$ cat config.mk
export PLATFORM = sky130hd
export DESIGN_NAME = spw_tx_top
export DESIGN_NICKNAME = d
export VERILOG_FILES = /design/src/source/spw_tx_pkg.sv /design/src/source/tx_data_send.sv /design/src/source/tx_state_ctrl.sv /design/src/source/tx_credit_counter.sv /design/src/source/tx_char_shifter.sv /design/src/source/spw_tx_top.sv
export SDC_FILE = /design/constraint.sdc
export NUM_CORES = 1
export LEC_CHECK = 0
export ABC_AREA = 0
export BUFFER_PORTS_ARGS = -buffer_cell sky130_fd_sc_hd__buf_2
export CAP_MARGIN = 10
export CORE_ASPECT_RATIO = 0.9
export CORE_MARGIN = 10
export CORE_UTILIZATION = 58
export CTS_CLUSTER_DIAMETER = 40
export CTS_CLUSTER_SIZE = 10
export DETAILED_ROUTE_END_ITERATION = 8
export GPL_ROUTABILITY_DRIVEN = 0
export PLACE_DENSITY = 0.77
export SLEW_MARGIN = 20
export SYNTH_ARGS = -nofsm -noshare
export SYNTH_HDL_FRONTEND = slang
export SYNTH_SLANG_ARGS = --single-unit
$ cat constraint.sdc
create_clock -name pclk_tx -period 5.96 [get_ports pclk_tx]
set_clock_uncertainty 0.05 [all_clocks]
set_input_delay 1.192 -clock pclk_tx [delete_from_list [all_inputs] [get_ports pclk_tx]]
set_output_delay 1.192 -clock pclk_tx [all_outputs]
set_load 0.005 [all_outputs]
$ cat src/source/spw_tx_pkg.sv
`default_nettype none

package spw_tx_pkg;

	// --------------------------------------------------------------------------
	// Widths
	// --------------------------------------------------------------------------
	localparam int state_w    = 3;
	localparam int cnt_w      = 4;
	localparam int credit_w   = 6;
	// Pending FCT requests not yet sent
	localparam int fct_pend_w = 4;

	// Transmit states, one per character kind or start-up phase
	localparam logic [state_w-1:0] tx_spw_start       = 3'b000;
	localparam logic [state_w-1:0] tx_spw_null        = 3'b001;
	localparam logic [state_w-1:0] tx_spw_fct         = 3'b010;
	localparam logic [state_w-1:0] tx_spw_null_c      = 3'b011;
	localparam logic [state_w-1:0] tx_spw_fct_c       = 3'b100;
	localparam logic [state_w-1:0] tx_spw_data_c      = 3'b101;
	localparam logic [state_w-1:0] tx_spw_data_c_0    = 3'b110;
	localparam logic [state_w-1:0] tx_spw_time_code_c = 3'b111;

	// Character lengths in bits
	localparam logic [cnt_w-1:0] len_data  = 4'd10;
	localparam logic [cnt_w-1:0] len_ctrl  = 4'd4;
	localparam logic [cnt_w-1:0] len_null  = 4'd8;
	localparam logic [cnt_w-1:0] len_tcode = 4'd14;

	// Control codes, bit 0 goes on the line first
	localparam logic [1:0] ctrl_fct = 2'b00;
	localparam logic [1:0] ctrl_esc = 2'b11;
	localparam logic [1:0] ctrl_eop = 2'b10;
	localparam logic [1:0] ctrl_eep = 2'b01;

	// --------------------------------------------------------------------------
	// Flow control and start-up
	// --------------------------------------------------------------------------
	localparam logic [credit_w-1:0] credit_step = 6'd8;
	localparam logic [credit_w-1:0] credit_max  = 6'd56;
	localparam logic [2:0] fct_init_count  = 3'd7;
	localparam logic [2:0] null_init_count = 3'd7;

endpackage

`default_nettype wire

$ cat src/source/tx_data_send.sv
`timescale 1ns/1ps
`default_nettype none

module tx_data_send (
	input wire pclk_tx,
	input wire enable_tx,

	input wire [spw_tx_pkg::state_w-1:0] state_tx,
	input wire [spw_tx_pkg::cnt_w-1:0] global_counter_transfer,

	input wire [7:0] timecode_tx_i,
	input wire tickin_tx,

	input wire [8:0] data_tx_i,
	input wire txwrite_tx,

	input wire [spw_tx_pkg::credit_w-1:0] fct_counter_p,

	output logic [8:0] tx_data_in,
	output logic [8:0] tx_data_in_0,
	output logic process_data,
	output logic process_data_0,
	output logic [7:0] tx_tcode_in,
	output logic tcode_rdy_trnsp
);

	// Write level seen together with the buffer 1 sample
	logic write_seen;
	// At least one data character may go out
	logic credit_ok;

	assign credit_ok = (fct_counter_p != '0);

	// --------------------------------------------------------------------------
	// Send requests
	// --------------------------------------------------------------------------
	always_ff @(posedge pclk_tx or negedge enable_tx)
	begin
		if (!enable_tx)
		begin
			process_data    <= 1'b0;
			process_data_0  <= 1'b0;
			tcode_rdy_trnsp <= 1'b0;
			write_seen      <= 1'b0;
		end
		else
		begin
			case (state_tx)
				spw_tx_pkg::tx_spw_start, spw_tx_pkg::tx_spw_null, spw_tx_pkg::tx_spw_fct:
				begin
					// Nothing is offered before the link is up
					process_data    <= 1'b0;
					process_data_0  <= 1'b0;
					tcode_rdy_trnsp <= 1'b0;
					write_seen      <= 1'b0;
				end
				spw_tx_pkg::tx_spw_null_c, spw_tx_pkg::tx_spw_data_c_0,
				spw_tx_pkg::tx_spw_time_code_c:
				begin
					case (global_counter_transfer)
						4'd4:
						begin
							write_seen <= txwrite_tx;
						end
						4'd5:
						begin
							// Pending word moves to buffer 1
							process_data_0  <= 1'b0;
							process_data    <= write_seen && credit_ok;
							tcode_rdy_trnsp <= tickin_tx;
						end
						default:
						begin
						end
					endcase
				end
				spw_tx_pkg::tx_spw_fct_c:
				begin
					// Requests ride through FCTs untouched
				end
				spw_tx_pkg::tx_spw_data_c:
				begin
					case (global_counter_transfer)
						4'd1:
						begin
							// Buffer 1 is on the line now
							process_data   <= 1'b0;
							process_data_0 <= 1'b0;
						end
						4'd5:
						begin
							process_data_0 <= txwrite_tx && credit_ok;
						end
						default:
						begin
							tcode_rdy_trnsp <= 1'b0;
						end
					endcase
				end
			endcase
		end
	end

	// --------------------------------------------------------------------------
	// Character buffers and time code
	// --------------------------------------------------------------------------
	always_ff @(posedge pclk_tx)
	begin
		case (state_tx)
			spw_tx_pkg::tx_spw_null_c, spw_tx_pkg::tx_spw_data_c_0,
			spw_tx_pkg::tx_spw_time_code_c:
			begin
				tx_tcode_in <= timecode_tx_i;
				// Buffer 1 sampled one bit ahead of its request
				if (global_counter_transfer == 4'd4)
					tx_data_in <= data_tx_i;
			end
			spw_tx_pkg::tx_spw_data_c:
			begin
				tx_tcode_in <= timecode_tx_i;
				// Buffer 0 fills while buffer 1 is sent
				if (global_counter_transfer == 4'd5)
					tx_data_in_0 <= data_tx_i;
			end
			default:
			begin
			end
		endcase
	end

	// Requests only rise with credit in hand
	process_data_needs_credit: assert property (
		@(posedge pclk_tx) disable iff (!enable_tx)
		$rose(process_data) |-> (fct_counter_p != '0)
	);

endmodule

`default_nettype wire

$ cat src/source/tx_state_ctrl.sv
`timescale 1ns/1ps
`default_nettype none

module tx_state_ctrl (
	input wire pclk_tx,
	input wire enable_tx,
	input wire char_done,
	input wire process_data,
	input wire process_data_0,
	input wire tcode_rdy_trnsp,
	input wire send_fct_req,
	output logic [spw_tx_pkg::state_w-1:0] state_tx
);

	// Start-up character count
	logic [2:0] init_cnt;
	logic [spw_tx_pkg::fct_pend_w-1:0] fct_pend;
	// Choice for the next connected character
	logic [spw_tx_pkg::state_w-1:0] next_conn;
	logic in_startup;
	logic enter_conn;
	logic take_fct;
	logic add_fct;

	// Time code first, then FCT, then data, NULL otherwise
	always_comb
	begin
		if (tcode_rdy_trnsp)
			next_conn = spw_tx_pkg::tx_spw_time_code_c;
		else if (fct_pend != '0)
			next_conn = spw_tx_pkg::tx_spw_fct_c;
		else if (process_data)
			next_conn = spw_tx_pkg::tx_spw_data_c;
		else if (process_data_0)
			next_conn = spw_tx_pkg::tx_spw_data_c_0;
		else
			next_conn = spw_tx_pkg::tx_spw_null_c;
	end

	assign in_startup = state_tx inside {spw_tx_pkg::tx_spw_start, spw_tx_pkg::tx_spw_null,
		spw_tx_pkg::tx_spw_fct};
	// Boundary where next_conn is taken, last start-up FCT included
	assign enter_conn = char_done && (!in_startup || (state_tx == spw_tx_pkg::tx_spw_fct
		&& init_cnt == spw_tx_pkg::fct_init_count - 3'd1));
	assign take_fct = enter_conn && (next_conn == spw_tx_pkg::tx_spw_fct_c);
	assign add_fct = send_fct_req && (!(&fct_pend) || take_fct);

	always_ff @(posedge pclk_tx or negedge enable_tx)
	begin
		if (!enable_tx)
		begin
			state_tx <= spw_tx_pkg::tx_spw_start;
			init_cnt <= '0;
			fct_pend <= '0;
		end
		else
		begin
			// Pending FCTs, saturating
			if (add_fct && !take_fct)
				fct_pend <= fct_pend + 1'b1;
			else if (take_fct && !add_fct)
				fct_pend <= fct_pend - 1'b1;

			if (enter_conn)
			begin
				state_tx <= next_conn;
				init_cnt <= '0;
			end
			else if (char_done)
			begin
				case (state_tx)
					spw_tx_pkg::tx_spw_start:
					begin
						state_tx <= spw_tx_pkg::tx_spw_null;
					end
					spw_tx_pkg::tx_spw_null:
					begin
						if (init_cnt == spw_tx_pkg::null_init_count - 3'd1)
						begin
							state_tx <= spw_tx_pkg::tx_spw_fct;
							init_cnt <= '0;
						end
						else
							init_cnt <= init_cnt + 3'd1;
					end
					default:
					begin
						// Start-up FCTs still running
						init_cnt <= init_cnt + 3'd1;
					end
				endcase
			end
		end
	end

	state_changes_on_boundary: assert property (
		@(posedge pclk_tx) disable iff (!enable_tx)
		!$stable(state_tx) |-> $past(char_done)
	);

endmodule

`default_nettype wire

$ cat src/source/tx_credit_counter.sv
`timescale 1ns/1ps
`default_nettype none

module tx_credit_counter (
	input wire pclk_tx,
	input wire enable_tx,
	input wire got_fct_rx,
	input wire data_sent,
	output logic [spw_tx_pkg::credit_w-1:0] fct_counter_p
);

	// One spare bit for the step overflow
	logic [spw_tx_pkg::credit_w:0] credit_sum;

	always_comb
	begin
		credit_sum = {1'b0, fct_counter_p};
		// Never below one when a data character starts
		if (data_sent)
			credit_sum = credit_sum - 1'b1;
		if (got_fct_rx)
			credit_sum = credit_sum + spw_tx_pkg::credit_step;
		// Clamp at the receiver buffer limit
		if (credit_sum > spw_tx_pkg::credit_max)
			credit_sum = {1'b0, spw_tx_pkg::credit_max};
	end

	always_ff @(posedge pclk_tx or negedge enable_tx)
	begin
		if (!enable_tx)
			fct_counter_p <= '0;
		else
			fct_counter_p <= credit_sum[spw_tx_pkg::credit_w-1:0];
	end

	// Shifter only starts data the request side cleared with credit
	no_data_without_credit: assert property (
		@(posedge pclk_tx) disable iff (!enable_tx)
		data_sent |-> (fct_counter_p != '0)
	);

endmodule

`default_nettype wire

$ cat src/source/tx_char_shifter.sv
`timescale 1ns/1ps
`default_nettype none

module tx_char_shifter (
	input wire pclk_tx,
	input wire enable_tx,
	input wire [spw_tx_pkg::state_w-1:0] state_tx,
	input wire [8:0] tx_data_in,
	input wire [8:0] tx_data_in_0,
	input wire [7:0] tx_tcode_in,
	output logic [spw_tx_pkg::cnt_w-1:0] global_counter_transfer,
	output logic char_done,
	output logic data_sent,
	output logic data_taken,
	output logic tick_taken,
	output logic data_out,
	output logic strobe_out
);

	logic [spw_tx_pkg::len_tcode-1:0] char_vec;
	logic [spw_tx_pkg::len_tcode-1:0] shreg;
	logic [spw_tx_pkg::cnt_w-1:0] char_len;
	logic [spw_tx_pkg::cnt_w-1:0] len_q;
	logic [spw_tx_pkg::cnt_w-1:0] cur_len;
	// Parity of the data bits of the character being built
	logic char_par;
	// Same, for the character before
	logic par_prev;
	logic [8:0] word;
	logic silent_q;
	logic silent;
	logic start_char;
	logic bit_now;
	logic load_data;
	logic load_tick;

	assign word = (state_tx == spw_tx_pkg::tx_spw_data_c_0) ? tx_data_in_0 : tx_data_in;

	// --------------------------------------------------------------------------
	// Character build, bit 0 first on the line
	// --------------------------------------------------------------------------
	always_comb
	begin
		char_vec = '0;
		char_len = spw_tx_pkg::len_null;
		char_par = 1'b0;
		case (state_tx)
			spw_tx_pkg::tx_spw_null, spw_tx_pkg::tx_spw_null_c:
			begin
				// ESC then FCT, second parity bit covers the ESC code
				char_vec[spw_tx_pkg::len_null-1:0] = {spw_tx_pkg::ctrl_fct, 1'b1,
					~(^spw_tx_pkg::ctrl_esc ^ 1'b1), spw_tx_pkg::ctrl_esc, 1'b1,
					~(par_prev ^ 1'b1)};
			end
			spw_tx_pkg::tx_spw_fct, spw_tx_pkg::tx_spw_fct_c:
			begin
				char_vec[spw_tx_pkg::len_ctrl-1:0] = {spw_tx_pkg::ctrl_fct, 1'b1,
					~(par_prev ^ 1'b1)};
				char_len = spw_tx_pkg::len_ctrl;
			end
			spw_tx_pkg::tx_spw_data_c, spw_tx_pkg::tx_spw_data_c_0:
			begin
				// Flag sits in the control bit slot
				char_vec[spw_tx_pkg::len_data-1:0] = {word[7:0], word[8],
					~(par_prev ^ word[8])};
				char_len = spw_tx_pkg::len_data;
				char_par = ^word[7:0];
			end
			spw_tx_pkg::tx_spw_time_code_c:
			begin
				// ESC then a data-form character
				char_vec = {tx_tcode_in, 1'b0, ~(^spw_tx_pkg::ctrl_esc ^ 1'b0),
					spw_tx_pkg::ctrl_esc, 1'b1, ~(par_prev ^ 1'b1)};
				char_len = spw_tx_pkg::len_tcode;
				char_par = ^tx_tcode_in;
			end
			default:
			begin
				// Start period stays quiet on the line
			end
		endcase
	end

	assign start_char = (global_counter_transfer == '0);
	assign cur_len = start_char ? char_len : len_q;
	assign char_done = (global_counter_transfer == cur_len - 1'b1);
	assign silent = start_char ? (state_tx == spw_tx_pkg::tx_spw_start) : silent_q;
	assign bit_now = start_char ? char_vec[0] : shreg[0];

	always_ff @(posedge pclk_tx)
	begin
		if (start_char)
			shreg <= {1'b0, char_vec[spw_tx_pkg::len_tcode-1:1]};
		else
			shreg <= {1'b0, shreg[spw_tx_pkg::len_tcode-1:1]};
	end

	// --------------------------------------------------------------------------
	// Bit counter and Data-Strobe encoder
	// --------------------------------------------------------------------------
	always_ff @(posedge pclk_tx or negedge enable_tx)
	begin
		if (!enable_tx)
		begin
			global_counter_transfer <= '0;
			len_q      <= spw_tx_pkg::len_null;
			silent_q   <= 1'b1;
			par_prev   <= 1'b0;
			load_data  <= 1'b0;
			load_tick  <= 1'b0;
			data_out   <= 1'b0;
			strobe_out <= 1'b0;
		end
		else
		begin
			global_counter_transfer <= char_done ? '0 : global_counter_transfer + 1'b1;
			if (start_char)
			begin
				len_q    <= char_len;
				silent_q <= silent;
				par_prev <= char_par;
			end
			load_data <= start_char && (state_tx == spw_tx_pkg::tx_spw_data_c
				|| state_tx == spw_tx_pkg::tx_spw_data_c_0);
			load_tick <= start_char && (state_tx == spw_tx_pkg::tx_spw_time_code_c);
			if (!silent)
			begin
				data_out <= bit_now;
				// Strobe carries the edge when data repeats
				if (bit_now == data_out)
					strobe_out <= ~strobe_out;
			end
		end
	end

	assign data_sent = load_data;
	assign data_taken = load_data;
	assign tick_taken = load_tick;

endmodule

`default_nettype wire

$ cat src/source/spw_tx_top.sv
`timescale 1ns/1ps
`default_nettype none

module spw_tx_top (
	input wire pclk_tx,
	input wire enable_tx,
	input wire [8:0] data_tx_i,
	input wire txwrite_tx,
	input wire [7:0] timecode_tx_i,
	input wire tickin_tx,
	input wire got_fct_rx,
	input wire send_fct_req,
	output logic data_out,
	output logic strobe_out,
	output logic data_taken,
	output logic tick_taken
);

	// Character framing
	logic [spw_tx_pkg::state_w-1:0] state_tx;
	logic [spw_tx_pkg::cnt_w-1:0] global_counter_transfer;
	logic char_done;

	// Buffers and requests
	logic [8:0] tx_data_in;
	logic [8:0] tx_data_in_0;
	logic [7:0] tx_tcode_in;
	logic process_data;
	logic process_data_0;
	logic tcode_rdy_trnsp;

	// Credit
	logic [spw_tx_pkg::credit_w-1:0] fct_counter_p;
	logic data_sent;

	tx_state_ctrl tx_state_ctrl_inst (
		.pclk_tx, .enable_tx, .char_done, .process_data, .process_data_0,
		.tcode_rdy_trnsp, .send_fct_req, .state_tx
	);

	tx_data_send tx_data_send_inst (
		.pclk_tx, .enable_tx, .state_tx, .global_counter_transfer,
		.timecode_tx_i, .tickin_tx, .data_tx_i, .txwrite_tx, .fct_counter_p,
		.tx_data_in, .tx_data_in_0, .process_data, .process_data_0,
		.tx_tcode_in, .tcode_rdy_trnsp
	);

	tx_credit_counter tx_credit_counter_inst (
		.pclk_tx, .enable_tx, .got_fct_rx, .data_sent, .fct_counter_p
	);

	tx_char_shifter tx_char_shifter_inst (
		.pclk_tx, .enable_tx, .state_tx, .tx_data_in, .tx_data_in_0, .tx_tcode_in,
		.global_counter_transfer, .char_done, .data_sent, .data_taken, .tick_taken,
		.data_out, .strobe_out
	);

endmodule

`default_nettype wire

# [Word level (Yosys, flattened, before mapping)]
# Index checks and enable logic that the tools add are counted.
[word_totals] reg_bits=73 out_inout_bits=4
[classes] add_sub_neg=7 n_lt_le_gt_ge=1 n_eq_ne=21 n_mux=40 n_bitwise=4 reduce_logical=47
[op_table] op="$pmux 4 s3" n=3
[op_table] op="$mux 3" n=10
[op_table] op="$mux 4" n=5
[op_table] op="$eq 3x3->1 const B" n=6
[op_table] op="$reduce_xor 8->1" n=2
[op_table] op="$mux 7" n=2
[op_table] op="$mux 13" n=1
[op_table] op="$pmux 3 s2" n=2
[op_table] op="$reduce_and 3->1" n=4
[op_table] op="$logic_and 1x1->1" n=10
[op_table] op="$reduce_and 2->1" n=5
[op_table] op="$mux 9" n=1
[op_table] op="$pmux 1 s3" n=3
[op_table] op="$reduce_bool 3->1" n=3
[op_table] op="$reduce_or 3->1" n=3
[op_table] op="$add 4x1->4 const B" n=2
[op_table] op="$eq 4x3->1 const B" n=2
[op_table] op="$mux 1" n=8
[op_table] op="$reduce_or 2->1" n=4
[op_table] op="$sub 4x1->4 const B" n=2
[op_table] op="$add 7x4->7 const B" n=1
[op_table] op="$gt 7x6->1 const B" n=1
[op_table] op="$sub 6x1->7 const B" n=1
[op_table] op="$eq 3x2->1 const B" n=2
[op_table] op="22 further kinds" n=37

# [Logic depth before layout (Yosys ltp)]
# Gate-level depths: netlist of the first run.
[depth] ltp_word=14 depth_mapped=21

# [Hierarchy]
# From an unflattened synthesis of the first run, not the netlist that was laid out.
[hier_totals] hier_cells=377 hier_area_um2=4002.6
[by_module_without_submodules] mod="tx_char_shifter" n_inst=1 cells_per_inst=180 area_per_inst_um2=1675.4
[by_module_without_submodules] mod="tx_data_send" n_inst=1 cells_per_inst=62 area_per_inst_um2=1086.0
[by_module_without_submodules] mod="tx_state_ctrl" n_inst=1 cells_per_inst=79 area_per_inst_um2=726.9
[by_module_without_submodules] mod="tx_credit_counter" n_inst=1 cells_per_inst=56 area_per_inst_um2=514.2

# [Worst setup path before layout of the first run]
# No wires, ideal clock.
[synth_path] kind="register to register" startpoint="reg tx_char_shifter_inst.global_counter_transfer[0] (netlist bit)" endpoint="reg tx_state_ctrl_inst.fct_pend[3] (netlist bit)" setup_time_ps=125 t_arrival_ps=3998 setup_slack_ps=1786 stages_incl_launch_ff=22 path_buffers=3 synth_period_minus_slack_ps=4174 path_cell_list="dfrtp_1 inv_1 ha_1 or3b_1 buf_2 clkbuf_1 o21a_1 ha_1 xnor2_1 nor4b_1 o22ai_1 o22ai_2 buf_4 nand3_1 ha_1 inv_1 ha_1 a21o_1 a21oi_1 xnor2_1 nor2_1 xor2_1"
[synth_via] elab_chain_cells=11 word_cells_on_any_way=14 cone_classes="add/sub (1); eq/ne (1); mux (2); reduce/logical (10)"
[synth_rtl] element="start: declaration" line_no="tx_char_shifter.sv:11" source="output logic [spw_tx_pkg::cnt_w-1:0] global_counter_transfer,"
[synth_rtl] element="start signal: assignment" line_no="tx_char_shifter.sv:116" source="global_counter_transfer <= char_done ? '0 : global_counter_transfer + 1'b1;"
[synth_rtl] element="$logic_not 4->1" line_no="tx_char_shifter.sv:84" source="assign start_char = (global_counter_transfer == '0);"
[synth_rtl] element="$mux 4"
[synth_rtl] element="$sub 4x1->4" line_no="tx_char_shifter.sv:86" source="assign char_done = (global_counter_transfer == cur_len - 1'b1);"
[synth_rtl] element="$eq 4x4->1 (*)" line_no="tx_char_shifter.sv:86"
[synth_rtl] element="$logic_and 1x1->1 (*)" line_no="tx_state_ctrl.sv:43" source="assign enter_conn = char_done && (!in_startup || (state_tx == spw_tx_pkg::tx_spw_fct"
[synth_rtl] element="$logic_and 1x1->1 (*)" line_no="tx_state_ctrl.sv:45" source="assign take_fct = enter_conn && (next_conn == spw_tx_pkg::tx_spw_fct_c);"
[synth_rtl] element="$logic_or 1x1->1" line_no="tx_state_ctrl.sv:46" source="assign add_fct = send_fct_req && (!(&fct_pend) || take_fct);"
[synth_rtl] element="$logic_and 1x1->1" line_no="tx_state_ctrl.sv:46"
[synth_rtl] element="$logic_not 1->1" line_no="tx_state_ctrl.sv:61" source="else if (take_fct && !add_fct)"
[synth_rtl] element="$logic_and 1x1->1" line_no="tx_state_ctrl.sv:61"
[synth_rtl] element="$reduce_bool 2->1 (no source line)"
[synth_rtl] element="end signal: assignment" line_no="tx_state_ctrl.sv:60" source="fct_pend <= fct_pend + 1'b1;"
[synth_rtl] element="end signal: assignment" line_no="tx_state_ctrl.sv:62" source="fct_pend <= fct_pend - 1'b1;"
[synth_rtl] element="end: declaration" line_no="tx_state_ctrl.sv:17" source="logic [spw_tx_pkg::fct_pend_w-1:0] fct_pend;"
# Mark *: on every way between the ends. The rest lies on a longest branch, timed or not.
# A chain may end at the register's enable or synchronous reset.

# [Final worst setup path of the first run]
# Same ends and word-level chain as after synthesis.

==> flow_metrics.tcl, run 1 <==
set metrics [dict create \
    via_per_inst 5.53 \
    yosysTopAreaCell "dfrtp_1" \
    grt_first_pass_wirelength_um 12200 \
    rr_startpoint "tx_char_shifter_inst.global_counter_transfer[0]" \
    netSwitchingFraction_pct 26.1 \
    power_density_mw_per_mm2 275 \
    tightest_slew_ns 0.874 \
    status "finished clean" \
    min_path_type "reg2reg" \
    crit_chain "inv_1 -> ha_1 -> or3b_1 -> o21a_1 -> ha_1 -> xnor2_1 -> nor4b_1 -> o22ai_1 -> o22ai_2 -> a21oi_1 -> nor2b_1 -> ha_1 -> inv_1 -> ha_1 -> a21o_1 -> a21oi_1 -> xnor2_1 -> nor2_1 -> xor2_1" \
    path_clk_slew_ns 0.08 \
    post_cts_buffers 0 \
    synthArstFlopShare_pct 46.6 \
    maxCapViolations 0 \
    ys.flop_type "dfrtp_1" \
    cts_buffers 9 \
    synthCells 370 \
    dr.pass1.iters 4 \
    port_buffers 26 \
    worst_slack_ns 1.13 \
    pre_cts_ws_ns 1.13 \
    min_to "tx_char_shifter_inst.shreg[4]" \
    rows 27 \
    fin_crit_sh_pct 81.1 \
    num_vias 2684 \
    drc_errors 0 \
    syn_nets 406 \
    root_buffer "clkbuf_8" \
    ctsResizeCount 0 \
    hp-start "tx_char_shifter_inst.shreg[5]" \
    ys_seq_elements 73 \
    maxSlewHeadroom_pct 41.7 \
    overflow 0 \
    core_area_mm2 0.00622 \
    cpMostUsedCell "ha_1" \
    grt.total_usage_pct 14.9 \
    dp_hpwl_um 5190 \
    max_stage_delay_ns 0.73 \
    ys_top_cells_by_count "nand2_1 (35), dfrtp_1 (32), nor2_1 (31), xnor2_1 (31), a21oi_1 (28)" \
    cp.required_ns 6.15 \
    hold_violations 0 \
    wirelength_um 7410 \
    drt_iter0_markers 165 \
    finalSetupTns_ns 0 \
    fin_hold_ws_ns 0.388 \
    max_freq_mhz 207 \
    synth_edf_count 26 \
    clkPwrFrac_pct 37.6 \
    seqPwrFrac_pct 50.1 \
    cts.sinks 73 \
    postCtsHoldBufs 0 \
    setup.worst_path.class "reg2reg" \
    synth_most_common_cell "nand2_1" \
    synth.top_cell.area_share_pct 21.3 \
    rsz0062_at_grt "false" \
    min_period_ns 4.83 \
    r2r_slack_ns 1.13 \
    antenna_cells 0 \
    ys_seq_area_share_pct 50.3 \
    critPathLaunchType "register" \
    setup_viol 0 \
    route.detailed.wl_per_inst_um 15.3 \
    die_h_um 96.4 \
    clk_latency_ns 0.36 \
    path_max_fanout 28 \
    leakage_nw 1.64 \
    worstReg2RegEnd "tx_state_ctrl_inst.fct_pend[3]" \
    grt_pass1_vias 2571 \
    reg2reg_depth 19 \
    power.total_w 0.00115 \
    grt_max_degree 36 \
    final_net_count 429 \
    postRouteAntennaNets 0 \
    slowest_stage "or3b_1" \
    yosys-top-cells-area "dfrtp_1 (21%), edfxtp_1 (21%), xnor2_1 (7.2%), dfxtp_1 (6.9%), ha_1 (4.0%)" \
    netlist_area_mm2 0.00377 \
    antenna_found_initial 0 \
    drive_above_1_share_pct 13.3 \
    io_pins 27 \
    ys_types 59 \
    area_growth_pct 11.2 \
    hold_path_depth 2 \
    drv_slew 0 \
    intPower_w 0.000853 \
    die_area_mm2 0.0101 \
    initial_core_util_pct 60.6 \
    htree_num_levels 3 \
    clk_path_buf_depth 2 \
    syn_avg_cell_area_um2 10.2 \
    cts_tree "built" \
    crit_path_end_kind "register" \
    dieWidth_um 105 \
    ir_worst_vdd_uv 177 \
    p_switching_w 0.000301 \
    comb_power_share_pct 12.3 \
    yosysWarnings 0 \
    worstPathArrival_ns 5.02 \
]
==> cells by family (layout without fill, tap and decap cells) <==
kind of cell,count (synthesis),in the layout,share of synthesized area [%]
simple gates,113,113,14.9
compound gates,90,90,14.9
flops,73,73,50.3
xor+xnor,38,38,8.84
buf+inv,32,60,3.52
fa+ha+maj,13,13,4.52
mux,11,11,3.06
==> registers in the layout, indices dropped and copies added (netlist names) <==
register	count
tx_data_send_inst.process_data_0	1
tx_state_ctrl_inst.fct_pend	4
tx_state_ctrl_inst.init_cnt	3
tx_char_shifter_inst.len_q	4
tx_data_send_inst.tcode_rdy_trnsp	1
tx_char_shifter_inst.silent_q	1
tx_char_shifter_inst.data_sent	1
tx_data_send_inst.tx_data_in	9
tx_data_send_inst.tx_tcode_in	8
tx_char_shifter_inst.data_out	1
tx_char_shifter_inst.global_counter_transfer	4
tx_state_ctrl_inst.state_tx	3
tx_char_shifter_inst.strobe_out	1
tx_char_shifter_inst.shreg	13
tx_data_send_inst.write_seen	1
tx_data_send_inst.process_data	1
tx_credit_counter_inst.fct_counter_p	6
tx_data_send_inst.tx_data_in_0	9
tx_char_shifter_inst.par_prev	1
tx_char_shifter_inst.tick_taken	1
==> how the worst max path moves through the flow <==
stage                                               startpoint                              to  slack, ns  cells past startpoint
5_1_grt        tx_char_shifter_inst.global_counter_transfer[0]  tx_state_ctrl_inst.fct_pend[3]       0.70                     20
3_3_place_gp   tx_char_shifter_inst.global_counter_transfer[0]  tx_state_ctrl_inst.fct_pend[3]       1.29                     19
2_1_floorplan  tx_char_shifter_inst.global_counter_transfer[0]  tx_state_ctrl_inst.fct_pend[3]       1.79                     21
3_5_place_dp   tx_char_shifter_inst.global_counter_transfer[0]  tx_state_ctrl_inst.fct_pend[3]       1.13                     19
6_report       tx_char_shifter_inst.global_counter_transfer[0]  tx_state_ctrl_inst.fct_pend[3]       1.13                     19
4_1_cts        tx_char_shifter_inst.global_counter_transfer[0]  tx_state_ctrl_inst.fct_pend[3]       1.11                     19
==> metrics by stage <==
| step | util [%] | instance area, um2 | cells |
|---|---|---|---|
| 2_1_floorplan | - | 3770 | 370 |
| 4_1_cts | 67.4 | 4190 | 485 |
| 5_1_grt | 67.4 | 4190 | 485 |
| 6_report | 67.4 | 4190 | 485 |
| 3_3_place_gp | 63.7 | 3960 | 469 |
| 3_5_place_dp | 63.7 | 3960 | 469 |
==> cell type report <==
| type | count | area [um2] |
|---|---|---|
| clock inverter | 7 | 101 |
| sequential | 73 | 1890 |
| inverter | 14 | 52.6 |
| fill | 489 | 2030 |
| timing repair buffer | 30 | 160 |
| clock buffer | 9 | 124 |
| tap | 87 | 109 |
| multi-input combinational | 265 | 1750 |
==> layout by cell type, fill, tap and decap left out, types with 2 or more instances in the layout <==
| master | n |
|---|---|
| nand2_1 | 35 |
| dfrtp_1 | 32 |
| xnor2_1 | 31 |
| nor2_1 | 31 |
| a21oi_1 | 28 |
| o21ai_0 | 26 |
| buf_2 | 26 |
| edfxtp_1 | 26 |
| inv_1 | 14 |
| dfxtp_1 | 13 |
| ha_1 | 12 |
| clkbuf_8 | 9 |
| nand2b_1 | 7 |
| nor2b_1 | 7 |
| xor2_1 | 7 |
| mux2i_1 | 7 |
| nand3_1 | 5 |
| a22o_1 | 4 |
| o31ai_1 | 4 |
| buf_4 | 4 |
| o21a_1 | 3 |
| or3_1 | 3 |
| nor4b_1 | 3 |
| nor3_1 | 3 |
| nand4_1 | 3 |
| nand3b_1 | 3 |
| a31oi_1 | 3 |
| mux2_1 | 3 |
| or4_1 | 2 |
| and2_1 | 2 |
| a211oi_1 | 2 |
| a311oi_1 | 2 |
| o211ai_1 | 2 |
| a22oi_1 | 2 |
| nor4bb_1 | 2 |
| bufinv_16 | 2 |
| inv_6 | 2 |
| clkinvlp_4 | 2 |
| dfstp_2 | 2 |
==> critical path, delay by kind of cell, from the launching register on <==
| kind | cells | cell delay (ns) |
|---|---|---|
| AOI/OAI and AO/OA | 6 | 1.40 |
| xor gates and xnor gates | 3 | 0.42 |
| adders and majority gates | 4 | 0.94 |
| buffers and inverters | 2 | 0.20 |
| DFF | 1 | 0.44 |
| and+or+nand+nor | 4 | 1.29 |
==> power groups by stage <==
stage	sequential (W)	combinational (W)	clock, W
after floorplan	0.000579	0.000108	0
after global placement	0.000586	0.000137	0
after detailed placement	0.000587	0.000142	0
after CTS	0.000577	0.000143	0.000442
after global routing	0.000584	0.000162	0.000461
final	0.000578	0.000142	0.000434
==> per-layer routing <==
layer  vias to the layer above  share of wire [%]  track usage [%]
li1                       1353                  -                -
met1                      1264                 48             19.8
met2                        54                 46             23.1
met3                        13                4.2             3.57
met4                         0                1.9             6.62
met5                         -                  0                0
Note: power is estimated with default switching activity, not from simulation.
==> run 2: changes to the inputs <==
--- a/config.mk
+++ b/config.mk
@@ -5,7 +5,7 @@
 export SDC_FILE = /design/constraint.sdc
 export NUM_CORES = 1
 export LEC_CHECK = 0
-export ABC_AREA = 0
+export ABC_AREA = 1
 export BUFFER_PORTS_ARGS = -buffer_cell sky130_fd_sc_hd__buf_2
 export CAP_MARGIN = 10
 export CORE_ASPECT_RATIO = 0.9
==> constraint.sdc (replaced) <==
create_clock -name pclk_tx -period 4.6 [get_ports pclk_tx]
set_clock_uncertainty 0.05 [all_clocks]
set_input_delay 0.92 -clock pclk_tx [delete_from_list [all_inputs] [get_ports pclk_tx]]
set_output_delay 0.92 -clock pclk_tx [all_outputs]
set_load 0.005 [all_outputs]
==> run 2 against run 1 <==
  * Critical path depth grew 7
  * First-iteration DRC count grew 6.1%
  * Highest routed layer unchanged
  * Sequential share of layout area shrank 0.77 points
  * Largest power group unchanged
==> flow_metrics.tcl, run 2 <==
set metrics [dict create \
    drc_errors 0 \
    fin_crit_sh_pct 90.8 \
    critPathLaunchType "register" \
    grt_pass1_vias 2923 \
    setup.worst_path.class "reg2reg" \
    syn_nets 485 \
    cts_buffers 9 \
    final_common_cell "nand2_1" \
    clk_path_buf_depth 2 \
    ys_seq_area_share_pct 49.0 \
    num_vias 2927 \
    wirelength_um 7570 \
    worstPathArrival_ns 4.36 \
    cts.sinks 73 \
    dieWidth_um 106 \
    synthCells 449 \
    finalSetupTns_ns 0 \
    io_pins 27 \
    min_path_type "reg2reg" \
    maxCapViolations 0 \
    rr_startpoint "tx_char_shifter_inst.global_counter_transfer[0]" \
    final_net_count 513 \
    grt_max_degree 35 \
    cts_tree "built" \
    rsz0062_at_grt "false" \
    synth_most_common_cell "nand2_1" \
    path_clk_slew_ns 0.08 \
    yosys-top-cells-area "dfrtp_1 (21%), edfxtp_1 (20%), nand2_1 (13%), dfxtp_1 (6.7%), inv_1 (4.5%)" \
    min_period_ns 4.18 \
    grt_first_pass_wirelength_um 13200 \
    startpoint "tx_char_shifter_inst.global_counter_transfer[0]" \
    path_max_fanout 24 \
    dr.pass1.iters 4 \
    antenna_cells 0 \
    route.detailed.wl_per_inst_um 13.2 \
    reg_top3 "tx_char_shifter_inst.shreg (13), tx_data_send_inst.tx_data_in (9), tx_data_send_inst.tx_data_in_0 (9)" \
    ys.flop_type "dfrtp_1" \
    syn_avg_cell_area_um2 8.60 \
    netlist_area_mm2 0.00386 \
    hp-start "tx_char_shifter_inst.shreg[1]" \
    root_buffer "clkbuf_8" \
    synth.top_cell.area_share_pct 20.7 \
    overflow 0 \
    fin_hold_ws_ns 0.380 \
    setup_viol 0 \
    drive_above_1_share_pct 15.8 \
    via_per_inst 5.12 \
    tightest_slew_ns 0.872 \
    top_register "tx_char_shifter_inst.shreg" \
    ctsResizeCount 0 \
    hold_violations 0 \
    drt_iter0_markers 175 \
    cp.required_ns 4.79 \
    postCtsHoldBufs 0 \
    rows 28 \
    dp_hpwl_um 5710 \
    die_h_um 97.4 \
    synthArstFlopShare_pct 46.6 \
    worst_slack_ns 0.425 \
    ys_top_cells_by_count "nand2_1 (136), inv_1 (46), dfrtp_1 (32), nor2_1 (32), o21ai_0 (28)" \
    max_freq_mhz 240 \
    largest_reg_flops 13 \
    drv_slew 0 \
    yosysTopAreaCell "dfrtp_1" \
    port_buffers 26 \
    post_cts_buffers 0 \
    leakage_nw 2.08 \
    crit_path_end_kind "register" \
    synth_edf_count 26 \
    final.fill_count 546 \
    htree_num_levels 3 \
    ir_worst_vdd_uv 249 \
    core_area_mm2 0.00652 \
    grt.total_usage_pct 15.7 \
    die_area_mm2 0.0103 \
    ys_types 43 \
    status "finished clean" \
    postRouteAntennaNets 0 \
    mostFrequentLayoutCells "nand2_1 (136), inv_1 (46), nor2_1 (32), dfrtp_1 (32), o21ai_0 (28)" \
    maxSlewHeadroom_pct 41.6 \
    yosysWarnings 0 \
    clk_latency_ns 0.35 \
    pre_cts_ws_ns 0.436 \
    ys_seq_elements 73 \
    area_growth_pct 10.3 \
    antenna_found_initial 0 \
    power_density_mw_per_mm2 351 \
    initial_core_util_pct 59.3 \
]
## run 2: cell types whose count changed in the layout (fill, tap and decap cells not counted), sizes merged, moves of 7 or more
cell    previous run  this run
mux2i              7         0
o21ai             27        34
xnor2             31        10
nand2             36       143
nor2b              7         0
inv               16        56
nor2              31        40
nand3              5        25
nand2b             7         0
a21oi             28         8
## run 2: worst max-delay path, cell delays in order, from the launching register on
cell and delay (ns):
dfrtp_1 0.44, inv_1 0.12, ha_1 0.26, nand2_4 0.21, inv_4 0.19, nand2_2 0.08
nand2_1 0.08, inv_1 0.05, ha_1 0.29, xor2_1 0.15, o21ai_0 0.09, nor2_1 0.13
nand3_2 0.12, inv_2 0.08, nand3_4 0.11, nor2_4 0.16, nand3_2 0.10, a21boi_2 0.13
ha_1 0.19, inv_1 0.09, ha_1 0.28, a21o_1 0.16, a21oi_1 0.16, nor2_1 0.06
nor2_1 0.08, nand2_1 0.07, xnor2_1 0.12
## run 2: final timing paths
kind	slack [ns]	depth (start not counted)	endpoint
worst min-delay path	0.38	1	tx_char_shifter_inst.shreg[0]
min in group asynchronous	0.59	1	tx_char_shifter_inst.par_prev
worst min register to register	0.38	1	tx_char_shifter_inst.shreg[0]
worst max-delay path	0.42	26	tx_state_ctrl_inst.fct_pend[3]
max in group asynchronous	3.41	1	tx_char_shifter_inst.global_counter_transfer[0]
worst max register to register	0.42	26	tx_state_ctrl_inst.fct_pend[3]
## run 2: kinds of logic after synthesis
family | after synthesis | share of synthesized area (%)
simple gates | 223 | 25.9
flops | 73 | 49.0
buf+inv | 62 | 7.03
compound gates | 56 | 8.36
xor+xnor | 20 | 4.73
fa+ha+maj | 13 | 4.41
mux | 2 | 0.583
## run 2: final cells by class
class | instances | area (um2) | share of cell area [%]
Clock buffer | 9 | 124 | 2.91
Clock inverter | 7 | 100 | 2.35
Multi-Input combinational cell | 314 | 1700 | 39.8
Timing Repair Buffer | 26 | 130 | 3.06
Inverter | 53 | 201 | 4.73
Tap cell | 90 | 113 | 2.64
Sequential cell | 73 | 1890 | 44.5
## run 2: power by group
part / total (W) / internal, W / switching [W]
Clock: 0.000566 / 0.000311 / 0.000255
Sequential: 0.000738 / 0.000704 / 0.0000347
Combinational: 0.000190 / 0.0000940 / 0.0000964
## run 2: per-layer routing
| layer | vias to the layer above | wire length [um] | GRT usage [%] |
|---|---|---|---|
| met5 | - | 0 | 0 |
| met4 | 0 | 123 | 6.45 |
| li1 | 1516 | - | - |
| met2 | 56 | 3580 | 25.1 |
| met3 | 11 | 378 | 4.31 |
| met1 | 1344 | 3490 | 19.5 |
## run 2: metrics by stage
stage / instances / util (%) / total power, W / instance area, um2
5_1_grt: 572 / 65.4 / 0.00157 / 4260
2_1_floorplan: 449 / - / 0.000890 / 3860
3_3_place_gp: 556 / 61.9 / 0.000928 / 4030
3_5_place_dp: 556 / 61.9 / 0.000943 / 4030
4_1_cts: 572 / 65.3 / 0.00151 / 4260
6_report: 572 / 65.4 / 0.00149 / 4260
